===== config.mk =====
export PLATFORM = sky130hd
export DESIGN_NAME = decode_stage
export DESIGN_NICKNAME = d
export VERILOG_FILES = /design/src/rv_isa_pkg.sv /design/src/decode_op_pkg.sv /design/src/instr_replay.sv /design/src/op_decoder.sv /design/src/imm_gen.sv /design/src/hazard_unit.sv /design/src/decode_stage.sv
export SDC_FILE = /design/constraint.sdc
export NUM_CORES = 1
export LEC_CHECK = 0
export ABC_CLOCK_PERIOD_IN_PS = 4400
export BUFFER_PORTS_ARGS = -buffer_cell sky130_fd_sc_hd__buf_4
export CORE_MARGIN = 2
export CORE_UTILIZATION = 35
export CTS_CLUSTER_DIAMETER = 200
export DETAILED_ROUTE_END_ITERATION = 10
export SYNTH_ARGS = -nofsm -noshare
export SYNTH_HDL_FRONTEND = slang
export SYNTH_SLANG_ARGS = --single-unit

===== constraint.sdc =====
create_clock -name clk -period 4.4 [get_ports clk]
set_input_delay 0.66 -clock clk [delete_from_list [all_inputs] [get_ports clk]]
set_output_delay 0.66 -clock clk [all_outputs]
set_load 0.03 [all_outputs]

===== src/rv_isa_pkg.sv =====
/*
 * RV32 ISA encodings with base word types, instruction field
 * positions, major opcodes and the instruction format enumeration
 */
package rv_isa_pkg;

    localparam int xlen = 32;

    typedef logic [31:0] instr_t;
    typedef logic [4:0]  reg_addr_t;

    //////////////////////////////////////////////////
    // Instruction field positions
    //////////////////////////////////////////////////

    localparam int OPCODE_MSB = 6;
    localparam int RD_LSB     = 7;
    localparam int RD_MSB     = 11;
    localparam int F3_LSB     = 12;
    localparam int F3_MSB     = 14;
    localparam int RS1_LSB    = 15;
    localparam int RS1_MSB    = 19;
    localparam int RS2_LSB    = 20;
    localparam int RS2_MSB    = 24;
    localparam int F7_LSB     = 25;
    localparam int F7_MSB     = 31;

    //////////////////////////////////////////////////
    // Major opcodes
    //////////////////////////////////////////////////

    localparam logic [6:0] OPC_LUI      = 7'b0110111;
    localparam logic [6:0] OPC_AUIPC    = 7'b0010111;
    localparam logic [6:0] OPC_JAL      = 7'b1101111;
    localparam logic [6:0] OPC_JALR     = 7'b1100111;
    localparam logic [6:0] OPC_BRANCH   = 7'b1100011;
    localparam logic [6:0] OPC_LOAD     = 7'b0000011;
    localparam logic [6:0] OPC_STORE    = 7'b0100011;
    localparam logic [6:0] OPC_OP_IMM   = 7'b0010011;
    localparam logic [6:0] OPC_OP       = 7'b0110011;
    localparam logic [6:0] OPC_MISC_MEM = 7'b0001111;
    localparam logic [6:0] OPC_SYSTEM   = 7'b1110011;

    // ADDI x0, x0, 0
    localparam instr_t NOP_INSTR = 32'h0000_0013;

    // Format decides immediate layout and which source registers are read
    typedef enum logic [2:0] {
        FMT_R,
        FMT_I,
        FMT_S,
        FMT_B,
        FMT_U,
        FMT_J
    } format_e;

endpackage


===== src/decode_op_pkg.sv =====
/*
 * Execute operation codes produced by decode, and the datapath word type
 */
package decode_op_pkg;

    import rv_isa_pkg::*;

    // One datapath word, same width as the integer registers
    typedef logic [xlen-1:0] word_t;

    typedef enum logic [5:0] {
        NOP,
        // Integer ALU
        LUI,
        ADD,
        SUB,
        SLL,
        SLT,
        SLTU,
        XOR,
        SRL,
        SRA,
        OR,
        AND,
        // Control transfer
        BEQ,
        BNE,
        BLT,
        BGE,
        BLTU,
        BGEU,
        JAL,
        JALR,
        // Memory
        LB,
        LH,
        LW,
        LBU,
        LHU,
        SB,
        SH,
        SW,
        // M extension
        MUL,
        MULH,
        MULHSU,
        MULHU,
        DIV,
        DIVU,
        REM,
        REMU,
        // Privileged and CSR
        ECALL,
        EBREAK,
        MRET,
        SRET,
        WFI,
        CSRRW,
        CSRRS,
        CSRRC,
        CSRRWI,
        CSRRSI,
        CSRRCI,
        INVALID
    } op_e;

endpackage


===== src/instr_replay.sv =====
/*
 * Holds the last decoded instruction and replays it after a stall or hazard
 */
`timescale 1ns/1ps

module instr_replay
    import rv_isa_pkg::*;
(
    input  logic   clk,
    input  logic   reset_n,
    input  logic   enable_i,
    input  logic   hazard_i,
    input  instr_t instr_i,
    output instr_t cur_instr_o
);

    instr_t held_instr;
    logic   last_hazard;
    logic   last_stall;

    // Held word follows whatever was decoded this cycle
    always_ff @(posedge clk or negedge reset_n) begin
        if (!reset_n) begin
            held_instr <= NOP_INSTR;
        end else begin
            held_instr <= cur_instr_o;
        end
    end

    // Both flags start set so the first decode sees the held NOP
    always_ff @(posedge clk or negedge reset_n) begin
        if (!reset_n) begin
            last_hazard <= 1'b1;
            last_stall  <= 1'b1;
        end else begin
            last_hazard <= hazard_i;
            last_stall  <= !enable_i;
        end
    end

    assign cur_instr_o = (last_hazard || last_stall) ? held_instr : instr_i;

endmodule


===== src/op_decoder.sv =====
/*
 * RV32I/M operation decoder with instruction format and illegal flag
 */
`timescale 1ns/1ps

module op_decoder
    import rv_isa_pkg::*;
    import decode_op_pkg::*;
#(
    parameter bit M_ENABLE = 1'b1
) (
    input  instr_t  instr_i,
    output op_e     operation_o,
    output format_e format_o,
    output logic    illegal_o
);

    logic [6:0] opcode;
    logic [2:0] funct3;
    logic [6:0] funct7;
    logic       sys_regs_zero;

    op_e dec_branch;
    op_e dec_load;
    op_e dec_store;
    op_e dec_op_imm;
    op_e dec_op;
    op_e dec_mul;
    op_e dec_misc_mem;
    op_e dec_system;

    assign opcode = instr_i[OPCODE_MSB:0];
    assign funct3 = instr_i[F3_MSB:F3_LSB];
    assign funct7 = instr_i[F7_MSB:F7_LSB];

    //////////////////////////////////////////////////
    // Per-group decode
    //////////////////////////////////////////////////

    always_comb begin
        case (funct3)
            3'b000:  dec_branch = BEQ;
            3'b001:  dec_branch = BNE;
            3'b100:  dec_branch = BLT;
            3'b101:  dec_branch = BGE;
            3'b110:  dec_branch = BLTU;
            3'b111:  dec_branch = BGEU;
            default: dec_branch = INVALID;
        endcase
    end

    always_comb begin
        case (funct3)
            3'b000:  dec_load = LB;
            3'b001:  dec_load = LH;
            3'b010:  dec_load = LW;
            3'b100:  dec_load = LBU;
            3'b101:  dec_load = LHU;
            default: dec_load = INVALID;
        endcase
    end

    always_comb begin
        case (funct3)
            3'b000:  dec_store = SB;
            3'b001:  dec_store = SH;
            3'b010:  dec_store = SW;
            default: dec_store = INVALID;
        endcase
    end

    // Shift-immediates are the only OP-IMM encodings that constrain funct7
    always_comb begin
        dec_op_imm = INVALID;
        case (funct3)
            3'b000: dec_op_imm = ADD;
            3'b010: dec_op_imm = SLT;
            3'b011: dec_op_imm = SLTU;
            3'b100: dec_op_imm = XOR;
            3'b110: dec_op_imm = OR;
            3'b111: dec_op_imm = AND;
            3'b001: begin
                if (funct7 == 7'b0000000) dec_op_imm = SLL;
            end
            default: begin
                if (funct7 == 7'b0000000) dec_op_imm = SRL;
                else if (funct7 == 7'b0100000) dec_op_imm = SRA;
            end
        endcase
    end

    always_comb begin
        case (funct3)
            3'b000:  dec_mul = MUL;
            3'b001:  dec_mul = MULH;
            3'b010:  dec_mul = MULHSU;
            3'b011:  dec_mul = MULHU;
            3'b100:  dec_mul = DIV;
            3'b101:  dec_mul = DIVU;
            3'b110:  dec_mul = REM;
            default: dec_mul = REMU;
        endcase
    end

    always_comb begin
        dec_op = INVALID;
        case (funct7)
            7'b0000000: begin
                case (funct3)
                    3'b000:  dec_op = ADD;
                    3'b001:  dec_op = SLL;
                    3'b010:  dec_op = SLT;
                    3'b011:  dec_op = SLTU;
                    3'b100:  dec_op = XOR;
                    3'b101:  dec_op = SRL;
                    3'b110:  dec_op = OR;
                    default: dec_op = AND;
                endcase
            end
            7'b0100000: begin
                if (funct3 == 3'b000) dec_op = SUB;
                else if (funct3 == 3'b101) dec_op = SRA;
            end
            7'b0000001: begin
                if (M_ENABLE) dec_op = dec_mul;
            end
            default: dec_op = INVALID;
        endcase
    end

    // Only FENCE is accepted, and it does nothing in this core
    always_comb begin
        if (funct3 == 3'b000) dec_misc_mem = NOP;
        else dec_misc_mem = INVALID;
    end

    // ECALL, EBREAK, xRET and WFI need rs1 and rd cleared
    assign sys_regs_zero = (instr_i[RS1_MSB:RS1_LSB] == '0) && (instr_i[RD_MSB:RD_LSB] == '0);

    always_comb begin
        dec_system = INVALID;
        case (funct3)
            3'b000: begin
                if (sys_regs_zero) begin
                    // funct12 field
                    case (instr_i[31:20])
                        12'h000: dec_system = ECALL;
                        12'h001: dec_system = EBREAK;
                        12'h102: dec_system = SRET;
                        12'h302: dec_system = MRET;
                        12'h105: dec_system = WFI;
                        default: dec_system = INVALID;
                    endcase
                end
            end
            3'b001:  dec_system = CSRRW;
            3'b010:  dec_system = CSRRS;
            3'b011:  dec_system = CSRRC;
            3'b101:  dec_system = CSRRWI;
            3'b110:  dec_system = CSRRSI;
            3'b111:  dec_system = CSRRCI;
            default: dec_system = INVALID;
        endcase
    end

    //////////////////////////////////////////////////
    // Opcode select and format
    //////////////////////////////////////////////////

    always_comb begin
        case (opcode)
            OPC_LUI:      operation_o = LUI;
            OPC_AUIPC:    operation_o = ADD;
            OPC_JAL:      operation_o = JAL;
            OPC_JALR:     operation_o = JALR;
            OPC_BRANCH:   operation_o = dec_branch;
            OPC_LOAD:     operation_o = dec_load;
            OPC_STORE:    operation_o = dec_store;
            OPC_OP_IMM:   operation_o = dec_op_imm;
            OPC_OP:       operation_o = dec_op;
            OPC_MISC_MEM: operation_o = dec_misc_mem;
            OPC_SYSTEM:   operation_o = dec_system;
            default:      operation_o = INVALID;
        endcase
    end

    always_comb begin
        case (opcode)
            OPC_JALR, OPC_LOAD, OPC_OP_IMM: format_o = FMT_I;
            OPC_STORE:                      format_o = FMT_S;
            OPC_BRANCH:                     format_o = FMT_B;
            OPC_LUI, OPC_AUIPC:             format_o = FMT_U;
            OPC_JAL:                        format_o = FMT_J;
            default:                        format_o = FMT_R;
        endcase
    end

    assign illegal_o = (operation_o == INVALID);

endmodule


===== src/imm_gen.sv =====
/*
 * Sign-extended immediate builder for the I, S, B, U and J formats
 */
`timescale 1ns/1ps

module imm_gen
    import rv_isa_pkg::*;
    import decode_op_pkg::*;
(
    input  instr_t  instr_i,
    input  format_e format_i,
    output word_t   imm_o
);

    word_t imm_i;
    word_t imm_s;
    word_t imm_b;
    word_t imm_u;
    word_t imm_j;

    // Bit 31 is always the sign
    assign imm_i = {{21{instr_i[31]}}, instr_i[30:20]};

    assign imm_s = {{21{instr_i[31]}}, instr_i[30:25], instr_i[11:7]};

    // Branch and jump offsets are in halfwords
    assign imm_b = {
        {20{instr_i[31]}},
        instr_i[7],
        instr_i[30:25],
        instr_i[11:8],
        1'b0
    };

    assign imm_u = {instr_i[31:12], 12'b0};

    assign imm_j = {
        {12{instr_i[31]}},
        instr_i[19:12],
        instr_i[20],
        instr_i[30:21],
        1'b0
    };

    always_comb begin
        case (format_i)
            FMT_I:   imm_o = imm_i;
            FMT_S:   imm_o = imm_s;
            FMT_B:   imm_o = imm_b;
            FMT_U:   imm_o = imm_u;
            FMT_J:   imm_o = imm_j;
            // R format carries no immediate
            default: imm_o = '0;
        endcase
    end

endmodule


===== src/hazard_unit.sv =====
/*
 * Destination register and store lock tracking with hazard detection
 */
`timescale 1ns/1ps

module hazard_unit
    import rv_isa_pkg::*;
(
    input  logic      clk,
    input  logic      reset_n,
    input  logic      enable_i,
    input  logic      jumped_i,
    input  instr_t    instr_i,
    input  format_e   format_i,
    output logic      hazard_o,
    output reg_addr_t locked_rd_o
);

    logic      locked_mem;
    reg_addr_t rs1;
    reg_addr_t rs2;
    logic      use_rs1;
    logic      use_rs2;
    logic      use_mem;
    logic      hit_rs1;
    logic      hit_rs2;
    logic      hit_mem;

    assign rs1 = instr_i[RS1_MSB:RS1_LSB];
    assign rs2 = instr_i[RS2_MSB:RS2_LSB];

    //////////////////////////////////////////////////
    // Lock of the instruction now in execute
    //////////////////////////////////////////////////

    always_ff @(posedge clk or negedge reset_n) begin
        if (!reset_n) begin
            locked_rd_o <= '0;
            locked_mem  <= 1'b0;
        end else if (hazard_o) begin
            locked_rd_o <= '0;
            locked_mem  <= 1'b0;
        end else if (enable_i) begin
            locked_rd_o <= instr_i[RD_MSB:RD_LSB];
            locked_mem  <= (instr_i[OPCODE_MSB:0] == OPC_STORE);
        end
    end

    // Source use by format
    always_comb begin
        case (format_i)
            FMT_R, FMT_B, FMT_S: begin
                use_rs1 = 1'b1;
                use_rs2 = 1'b1;
            end
            FMT_I: begin
                use_rs1 = 1'b1;
                use_rs2 = 1'b0;
            end
            default: begin
                use_rs1 = 1'b0;
                use_rs2 = 1'b0;
            end
        endcase
    end

    assign use_mem = (instr_i[OPCODE_MSB:0] == OPC_LOAD);

    // x0 never matches a lock
    assign hit_rs1 = use_rs1 && (rs1 != '0) && (rs1 == locked_rd_o);
    assign hit_rs2 = use_rs2 && (rs2 != '0) && (rs2 == locked_rd_o);
    assign hit_mem = use_mem && locked_mem;

    assign hazard_o = (hit_rs1 || hit_rs2 || hit_mem) && enable_i && !jumped_i;

endmodule


===== src/decode_stage.sv =====
/*
 * Decode stage top with operand select, misaligned fetch check
 * and the registered outputs towards execute
 */
`timescale 1ns/1ps

module decode_stage
    import rv_isa_pkg::*;
    import decode_op_pkg::*;
#(
    parameter bit M_ENABLE = 1'b1,
    parameter bit C_ALIGN  = 1'b0
) (
    input  logic      clk,
    input  logic      reset_n,
    input  logic      enable_i,
    input  logic      jumped_i,
    input  instr_t    instr_i,
    input  word_t     pc_i,
    input  word_t     rs1_data_i,
    input  word_t     rs2_data_i,
    output reg_addr_t rs1_addr_o,
    output reg_addr_t rs2_addr_o,
    output reg_addr_t rd_o,
    output word_t     first_operand_o,
    output word_t     second_operand_o,
    output word_t     third_operand_o,
    output word_t     pc_o,
    output instr_t    instr_o,
    output op_e       operation_o,
    output logic      hazard_o,
    output logic      exc_illegal_o,
    output logic      exc_misaligned_o
);

    instr_t    cur_instr;
    op_e       operation;
    format_e   instr_format;
    logic      illegal;
    logic      misaligned;
    word_t     immediate;
    reg_addr_t locked_rd;
    word_t     first_operand;
    word_t     second_operand;
    word_t     third_operand;

    instr_replay i_replay (
        .clk         (clk),
        .reset_n     (reset_n),
        .enable_i    (enable_i),
        .hazard_i    (hazard_o),
        .instr_i     (instr_i),
        .cur_instr_o (cur_instr)
    );

    op_decoder #(
        .M_ENABLE (M_ENABLE)
    ) i_decoder (
        .instr_i     (cur_instr),
        .operation_o (operation),
        .format_o    (instr_format),
        .illegal_o   (illegal)
    );

    imm_gen i_imm (
        .instr_i  (cur_instr),
        .format_i (instr_format),
        .imm_o    (immediate)
    );

    hazard_unit i_hazard (
        .clk         (clk),
        .reset_n     (reset_n),
        .enable_i    (enable_i),
        .jumped_i    (jumped_i),
        .instr_i     (cur_instr),
        .format_i    (instr_format),
        .hazard_o    (hazard_o),
        .locked_rd_o (locked_rd)
    );

    // Register file is read in the same cycle
    assign rs1_addr_o = cur_instr[RS1_MSB:RS1_LSB];
    assign rs2_addr_o = cur_instr[RS2_MSB:RS2_LSB];

    //////////////////////////////////////////////////
    // Operand select
    //////////////////////////////////////////////////

    assign first_operand  = (instr_format inside {FMT_U, FMT_J}) ? pc_i : rs1_data_i;
    assign second_operand = (instr_format inside {FMT_R, FMT_B}) ? rs2_data_i : immediate;
    // Store data rides on the third operand
    assign third_operand  = (instr_format == FMT_S) ? rs2_data_i : immediate;

    // Compressed code only needs halfword alignment
    assign misaligned = C_ALIGN ? pc_i[0] : (pc_i[1:0] != 2'b00);

    //////////////////////////////////////////////////
    // Output register towards execute
    //////////////////////////////////////////////////

    always_ff @(posedge clk or negedge reset_n) begin
        if (!reset_n) begin
            operation_o      <= NOP;
            first_operand_o  <= '0;
            second_operand_o <= '0;
            third_operand_o  <= '0;
            pc_o             <= '0;
            instr_o          <= '0;
            exc_illegal_o    <= 1'b0;
            exc_misaligned_o <= 1'b0;
        end else if (hazard_o) begin
            // Bubble
            operation_o      <= NOP;
            first_operand_o  <= '0;
            second_operand_o <= '0;
            third_operand_o  <= '0;
            pc_o             <= '0;
            instr_o          <= '0;
            exc_illegal_o    <= 1'b0;
            exc_misaligned_o <= 1'b0;
        end else if (enable_i) begin
            operation_o      <= operation;
            first_operand_o  <= first_operand;
            second_operand_o <= second_operand;
            third_operand_o  <= third_operand;
            pc_o             <= pc_i;
            instr_o          <= cur_instr;
            exc_illegal_o    <= illegal;
            exc_misaligned_o <= misaligned;
        end
    end

    // Writeback destination trails execute by one stage
    always_ff @(posedge clk or negedge reset_n) begin
        if (!reset_n) begin
            rd_o <= '0;
        end else if (enable_i) begin
            rd_o <= locked_rd;
        end
    end

endmodule


==> impl_metrics.py, run 1 <==
metrics = {
    "clocking": {
        "cts_setup_buffers": 0,
        "htree_num_levels": 1,
        "numCtsBuffers": 25,
        "tritoncts": "yes",
        "cts_buffer_depth": 3,
        "hold_buffers": 0,
        "clock_latency_ns": 0.53,
        "cts_root_buffer": "clkbuf_16",
        "clk_pin_slew_ns": 0.06,
        "cts.sinks": 208,
    },
    "floorplan": {
        "die_w_um": 183,
        "rows": 65,
        "die_h_um": 183,
        "ioPinCount": 316,
        "core_area_um2": 31600,
        "dieArea_um2": 33500,
        "start_util_pct": 35.5,
    },
    "sta": {
        "tightestPinTransition_ns": 0.871,
        "setup_violations": 0,
        "hold_viol_final": 0,
        "tns_ns": 0,
        "layout_min_cycle_time_ns": 4.19,
        "relSlewSlack_pct": 41.6,
        "fin_hold_ws_ns": 0.125,
        "fmax_ghz": 0.239,
        "setup_ws_ns": 0.208,
        "rsz0062_at_grt": "false",
        "slew_violations": 0,
        "period_share_pct": 95.3,
        "finClkSkew_ns": 0.00826,
    },
    "outcome": {
        "outcome": "finished clean",
    },
    "global_routing": {
        "grt_pass1_wl_um": 63000,
        "grt_start_max_net_pins": 93,
        "grt_pass1_vias": 10400,
        "globalRouteOverflowTotal": 0,
        "grt_usage_pct": 24.1,
        "antenna_found_initial": 0,
    },
    "final_layout": {
        "final_nets": 1579,
        "num-fill-cells": 3101,
        "drive_gt1_share_pct": 30.5,
        "num_antenna_cells": 0,
        "syn_to_final_growth_pct": 30.7,
    },
    "detailed_routing": {
        "wire_per_inst_um": 22.0,
        "drt_iter0_drc": 705,
        "drt_first_pass_iters": 5,
        "totalWireLength_um": 41100,
        "drcViolationCount": 0,
        "ant_nets": 0,
        "via_count": 10500,
        "vias_per_cell": 5.61,
    },
    "critical_path": {
        "worstSetupPathType": "flop to output pin",
        "rrSetupSlack_ns": 0.62,
        "arrival_ns": 3.53,
        "endpoint_kind": "output pin",
        "crit_fanout": 16,
        "critPathLaunchType": "flop",
        "cp_data_required_time_ns": 3.74,
    },
    "power_and_ir_drop": {
        "power_frac_clock_pct": 34.5,
        "net-switching-power_uw": 1980,
        "swShare_pct": 33.6,
        "power_leakage_uw": 0.00678,
        "combPwrFrac_pct": 26.9,
        "p_int_uw": 3910,
        "p_per_area_nw_per_um2": 402,
        "p_total_uw": 5900,
        "vdd_drop_max_uv": 271,
        "seq_power_share_pct": 38.6,
    },
    "synth": {
        "synth_seq_cells": 208,
        "synth_cell_types": 83,
        "synthCells": 1163,
        "ys_top_cells_by_count": "234 x nand2_1, 203 x dfrtp_1, 126 x o2bb2ai_1",
        "seq_area_frac_synth_pct": 46.5,
        "syn_area_per_cell_um2": 9.64,
        "synth_nets": 1299,
        "synth_top_area_cell": "dfrtp_1",
        "yosysWarningCount": 0,
        "yosysTopAreaCellShare_pct": 45.3,
        "yosys-top-cells-area": "dfrtp_1 45%, o2bb2ai_1 9.8%, nand2_1 7.8%, mux2i_1 2.9%, a21oi_1 2.3%",
        "async_flop_share_pct": 100,
        "synth_edf_count": 0,
        "synth_most_common_cell": "nand2_1",
        "ys.flop_type": "dfrtp_1",
        "netlist_area_um2": 11200,
    },
    "placed_design": {
        "dp_hpwl_um": 29700,
        "gp_congestion": 0.925,
        "io_buffers": 315,
        "dpl_worst_slack_ns": 0.539,
    },
    "run": {
        "maxCapViolations": 0,
    },
    "worst_hold_path": {
        "hold_path.class": "input port to asynchronous set/reset pin",
    },
}
-- final cells by class --
cell class / instances / area (um2) / area share (%)
multi-input cells: 818 / 5310 / 36.2
flip-flops and latches: 208 / 5210 / 35.6
clock inverters: 6 / 62.6 / 0.427
inverters: 36 / 140 / 0.956
repair buffers: 354 / 2690 / 18.4
well taps: 402 / 503 / 3.43
clock buffers: 39 / 738 / 5.04
-- flip-flops by register name (all words and copies together) (netlist names) --
name,cells
i_replay.last_stall,1
i_replay.held_instr,32
second_operand_o,32
i_replay.last_hazard,1
i_hazard.locked_mem,1
pc_o,32
operation_o,6
first_operand_o,32
instr_o,32
exc_misaligned_o,1
exc_illegal_o,1
rd_o,5
third_operand_o,32
-- metal layers --
| layer | part of all wire [%] | track usage, % |
|---|---|---|
| met5 | 0 | 0 |
| met4 | 2.9 | 7.30 |
| met3 | 7.9 | 5.84 |
| met2 | 46 | 38.4 |
| met1 | 43 | 32.6 |
-- power groups by stage --
stage          logic (uW)  registers (uW)  clock network, uW
2_1_floorplan         581            2620                  0
3_3_place_gp         1580            2310                  0
3_5_place_dp         1590            2300                  0
4_1_cts              1590            2280               2080
5_1_grt              1690            2310               2170
6_report             1580            2280               2030
-- repair_timing --
item | 4_1_cts | 5_1_grt
endpoints found under the hold margin | 0 | 0
setup endpoints to repair | 1 | 1
resized for setup | 1 | 2
-- logic make-up after synthesis --
logic type               count (synthesis)  share of synthesized area, %
AND/OR/NAND/NOR                        404                          16.8
AO/OA/AOI/OAI                          347                          23.8
flip-flops                             208                          46.5
buffers and inverters                  137                          6.44
multiplexers                            54                          5.39
XOR/XNOR                                 9                         0.703
adder cells (fa/ha/maj)                  4                         0.446
-- worst max-delay path, stage by stage, from the launching register on --
cell	delay (ns)
dfstp_2	0.64
or2_2	0.40
buf_4	0.27
o21a_1	0.27
o22ai_2	0.19
nand2_1	0.16
a31oi_1	0.17
o41ai_4	0.61
buf_4	0.28
-- through the flow --
stage / utilization [%] / instance area, um2 / cells
floorplan: - / 11200 / 1163
global placement: 43.9 / 13800 / 1818
detailed placement: 43.9 / 13800 / 1818
CTS: 46.4 / 14600 / 1863
global route: 46.4 / 14700 / 1863
finish: 46.4 / 14700 / 1863
-- final timing paths --
| check | start | endpoint | cells past startpoint |
|---|---|---|---|
| max | i_replay.last_hazard | hazard_o | 8 |
| min | reset_n | pc_o[0] | 1 |
| max reg2reg | i_replay.last_hazard | operation_o[0] | 10 |
| min reg2reg | i_hazard.locked_mem | i_hazard.locked_mem | 1 |
| max in group asynchronous | reset_n | third_operand_o[1] | 2 |
| min in group clk | instr_i[1] | i_replay.held_instr[1] | 3 |
-- placed cells by master, fill, tap and decap left out, types with 4 or more instances in the layout --
| master | instances |
|---|---|
| a2111oi_0 | 18 |
| a211oi_1 | 16 |
| a21o_1 | 18 |
| a21oi_1 | 51 |
| a221oi_1 | 4 |
| a22o_1 | 5 |
| a31oi_1 | 12 |
| buf_4 | 351 |
| clkbuf_1 | 8 |
| clkbuf_16 | 25 |
| clkbuf_8 | 6 |
| dfrtp_1 | 203 |
| dfstp_2 | 5 |
| ha_1 | 4 |
| inv_1 | 34 |
| mux2_2 | 18 |
| mux2i_1 | 32 |
| nand2_1 | 234 |
| nand2b_1 | 6 |
| nand3_1 | 10 |
| nand3b_1 | 8 |
| nand4b_1 | 4 |
| nor2_1 | 57 |
| nor3_1 | 21 |
| nor4_1 | 17 |
| nor4b_1 | 7 |
| o211ai_1 | 5 |
| o21a_1 | 7 |
| o21ai_0 | 19 |
| o21ai_1 | 4 |
| o22ai_1 | 12 |
| o2bb2ai_1 | 126 |
| o31a_1 | 5 |
| o31ai_1 | 8 |
| o32ai_1 | 8 |
| or3_1 | 4 |
| or4_1 | 7 |
| xnor2_1 | 7 |
Note: power is estimated with default switching activity, not from simulation.
==> inputs of run 2 (changes only) <==
--- a/config.mk
+++ b/config.mk
@@ -9,8 +9,9 @@
 export BUFFER_PORTS_ARGS = -buffer_cell sky130_fd_sc_hd__buf_4
 export CORE_MARGIN = 2
 export CORE_UTILIZATION = 35
-export CTS_CLUSTER_DIAMETER = 200
+export CTS_CLUSTER_DIAMETER = 80
 export DETAILED_ROUTE_END_ITERATION = 10
+export RECOVER_POWER = 50
 export SYNTH_ARGS = -nofsm -noshare
 export SYNTH_HDL_FRONTEND = slang
 export SYNTH_SLANG_ARGS = --single-unit
==> run 2 against run 1 <==
  * The run now ends with max-capacitance violations, max-slew violations left
  * Hold slack improved by 0.25 ns
  * Core utilization decreased by 0.91 points
  * First-iteration DRC count decreased by 2.1%
  * Clock power barely moved
  * Sequential cell count did not move
  * Sequential power about the same
  * Combinational power is 4% lower
  * Largest cell class unchanged
  * Highest routed layer unchanged
==> impl_metrics.py, run 2 (synthesis gave the netlist of run 1 again) <==
metrics = {
    "outcome": {
        "outcome": "finished with violations",
        "violations": "max-capacitance violations, max-slew violations",
    },
    "floorplan": {
        "rows": 65,
        "dieArea_um2": 33500,
        "die_w_um": 183,
        "die_h_um": 183,
        "ioPinCount": 316,
        "core_area_um2": 31600,
        "start_util_pct": 35.5,
    },
    "global_routing": {
        "grt_start_max_net_pins": 93,
        "grt_usage_pct": 24.1,
        "antenna_found_initial": 0,
        "grt_pass1_wl_um": 63000,
        "grt_pass1_vias": 10400,
        "globalRouteOverflowTotal": 0,
    },
    "critical_path": {
        "critPathMostFrequentCell": "buf_4",
        "crit_buf_inv": 2,
        "crit_slowest_cell": "dfstp_2",
        "rrSetupSlack_ns": 0.46,
        "crit_fanout": 16,
        "startpoint": "i_replay.last_hazard",
        "reg2reg_from": "i_replay.last_stall",
        "endpoint_kind": "output pin",
        "cp_data_required_time_ns": 3.74,
        "cp_top_family": "compound AO/OA/AOI/OAI gates",
        "path_cells": "or2_2, buf_4, o21a_1, o22ai_2, nand2_1, a31oi_1, o41ai_4, buf_4",
        "arrival_ns": 3.55,
        "critical-path-max-stage-delay_ns": 0.64,
        "worstSetupPathType": "flop to output pin",
        "critPathLaunchType": "flop",
    },
    "sta": {
        "slew_violations": 93,
        "setup_ws_ns": 0.193,
        "fin_hold_ws_ns": 0.375,
        "tns_ns": 0,
        "fmax_ghz": 0.238,
        "relSlewSlack_pct": -60.7,
        "finClkSkew_ns": 0.0110,
        "tightestPinTransition_ns": 2.41,
        "rsz0062_at_grt": "false",
        "layout_min_cycle_time_ns": 4.21,
        "setup_violations": 0,
        "hold_viol_final": 0,
        "period_share_pct": 95.6,
    },
    "final_layout": {
        "num-fill-cells": 3169,
        "multiInputGateArea_um2": 5310,
        "drive_gt1_share_pct": 25.5,
        "regArea_um2": 5210,
        "syn_to_final_growth_pct": 28.1,
        "num_antenna_cells": 0,
        "stdcell_count": 1863,
        "layout_common_cells": "280 x buf_4, 234 x nand2_1, 203 x dfrtp_1",
        "final_nets": 1579,
        "layout_commonest_cell": "buf_4",
    },
    "power_and_ir_drop": {
        "power_leakage_uw": 0.00650,
        "seq_power_share_pct": 39.0,
        "p_total_uw": 5830,
        "vdd_drop_max_uv": 257,
        "p_per_area_nw_per_um2": 406,
        "power_frac_clock_pct": 34.9,
        "net-switching-power_uw": 1980,
        "swShare_pct": 34.0,
        "p_int_uw": 3850,
        "combPwrFrac_pct": 26.1,
    },
    "clocking": {
        "cts_buffer_depth": 3,
        "clock_latency_ns": 0.53,
        "clk_pin_slew_ns": 0.06,
        "numCtsBuffers": 25,
        "cts.sinks": 208,
        "cts_root_buffer": "clkbuf_16",
        "htree_num_levels": 1,
        "tritoncts": "yes",
        "cts_setup_buffers": 0,
    },
    "placed_design": {
        "gp_congestion": 0.925,
        "dpl_worst_slack_ns": 0.539,
        "io_buffers": 315,
        "post-place-cells": 1818,
        "dp_hpwl_um": 29700,
    },
    "detailed_routing": {
        "drt_iter0_drc": 690,
        "vias_per_cell": 5.63,
        "drt_first_pass_iters": 5,
        "ant_nets": 0,
        "drcViolationCount": 0,
        "totalWireLength_um": 41100,
        "wire_per_inst_um": 22.1,
        "via_count": 10500,
    },
    "worst_hold_path": {
        "hold_start": "instr_i[1]",
        "hold_path.class": "input port to flop",
    },
    "run": {
        "maxCapViolations": 1,
    },
}
## run 2: cell count changes in the layout (fill, tap and decap cells not counted), sizes merged
cell    delta
buf       -73
clkbuf    +73
## run 2: repair_timing
item / 4_1_cts / 5_1_grt
setup endpoints to repair: 1 / 1
gates cloned: 0 / 0
gates resized for setup: 1 / 2
endpoints found under the hold margin: 0 / 0
hold buffers: 0 / 0
## run 2: final cells by class
| type | instances | share of cell area, % |
|---|---|---|
| Tap cell | 402 | 3.50 |
| Clock inverter | 6 | 0.436 |
| Clock buffer | 39 | 5.14 |
| Sequential cell | 208 | 36.3 |
| Inverter | 36 | 0.976 |
| Multi-Input combinational cell | 818 | 36.9 |
| Timing Repair Buffer | 354 | 16.7 |
## run 2: path summary, 6_finish.rpt
check,endpoint,cells past startpoint
setup / recovery,hazard_o,8
hold / removal,i_replay.held_instr[1],3
setup reg to reg,operation_o[0],12
hold reg to reg,second_operand_o[0],1
max in group asynchronous,third_operand_o[20],2
min in group asynchronous,pc_o[4],1
## run 2: through the flow
step	area (um2)	utilization (%)
after detailed placement	13800	43.9
after floorplan	11200	-
after global placement	13800	43.9
final	14400	45.5
after global routing	14400	45.5
after CTS	14600	46.4
## run 2: worst min-delay path: cells and delay by family
| family | cells | cell delay [ns] |
|---|---|---|
| buffers and inverters | 1 | 0.12 |
| AND/OR/NAND/NOR | 2 | 0.11 |
## run 2: routing by layer
layer	vias to the layer above	routed length (um)	global-route usage [%]
li1	4805	-	-
met3	64	3320	5.84
met4	0	1190	7.30
met5	-	0	0
met1	5197	17800	32.6
met2	432	18800	38.4
## run 2: power by group through the flow
stage | combinational [uW] | clock, uW | sequential (uW)
after floorplan | 581 | 0 | 2620
after global placement | 1580 | 0 | 2310
after detailed placement | 1590 | 0 | 2300
after CTS | 1590 | 2080 | 2280
after global routing | 1630 | 2170 | 2300
final | 1520 | 2030 | 2280
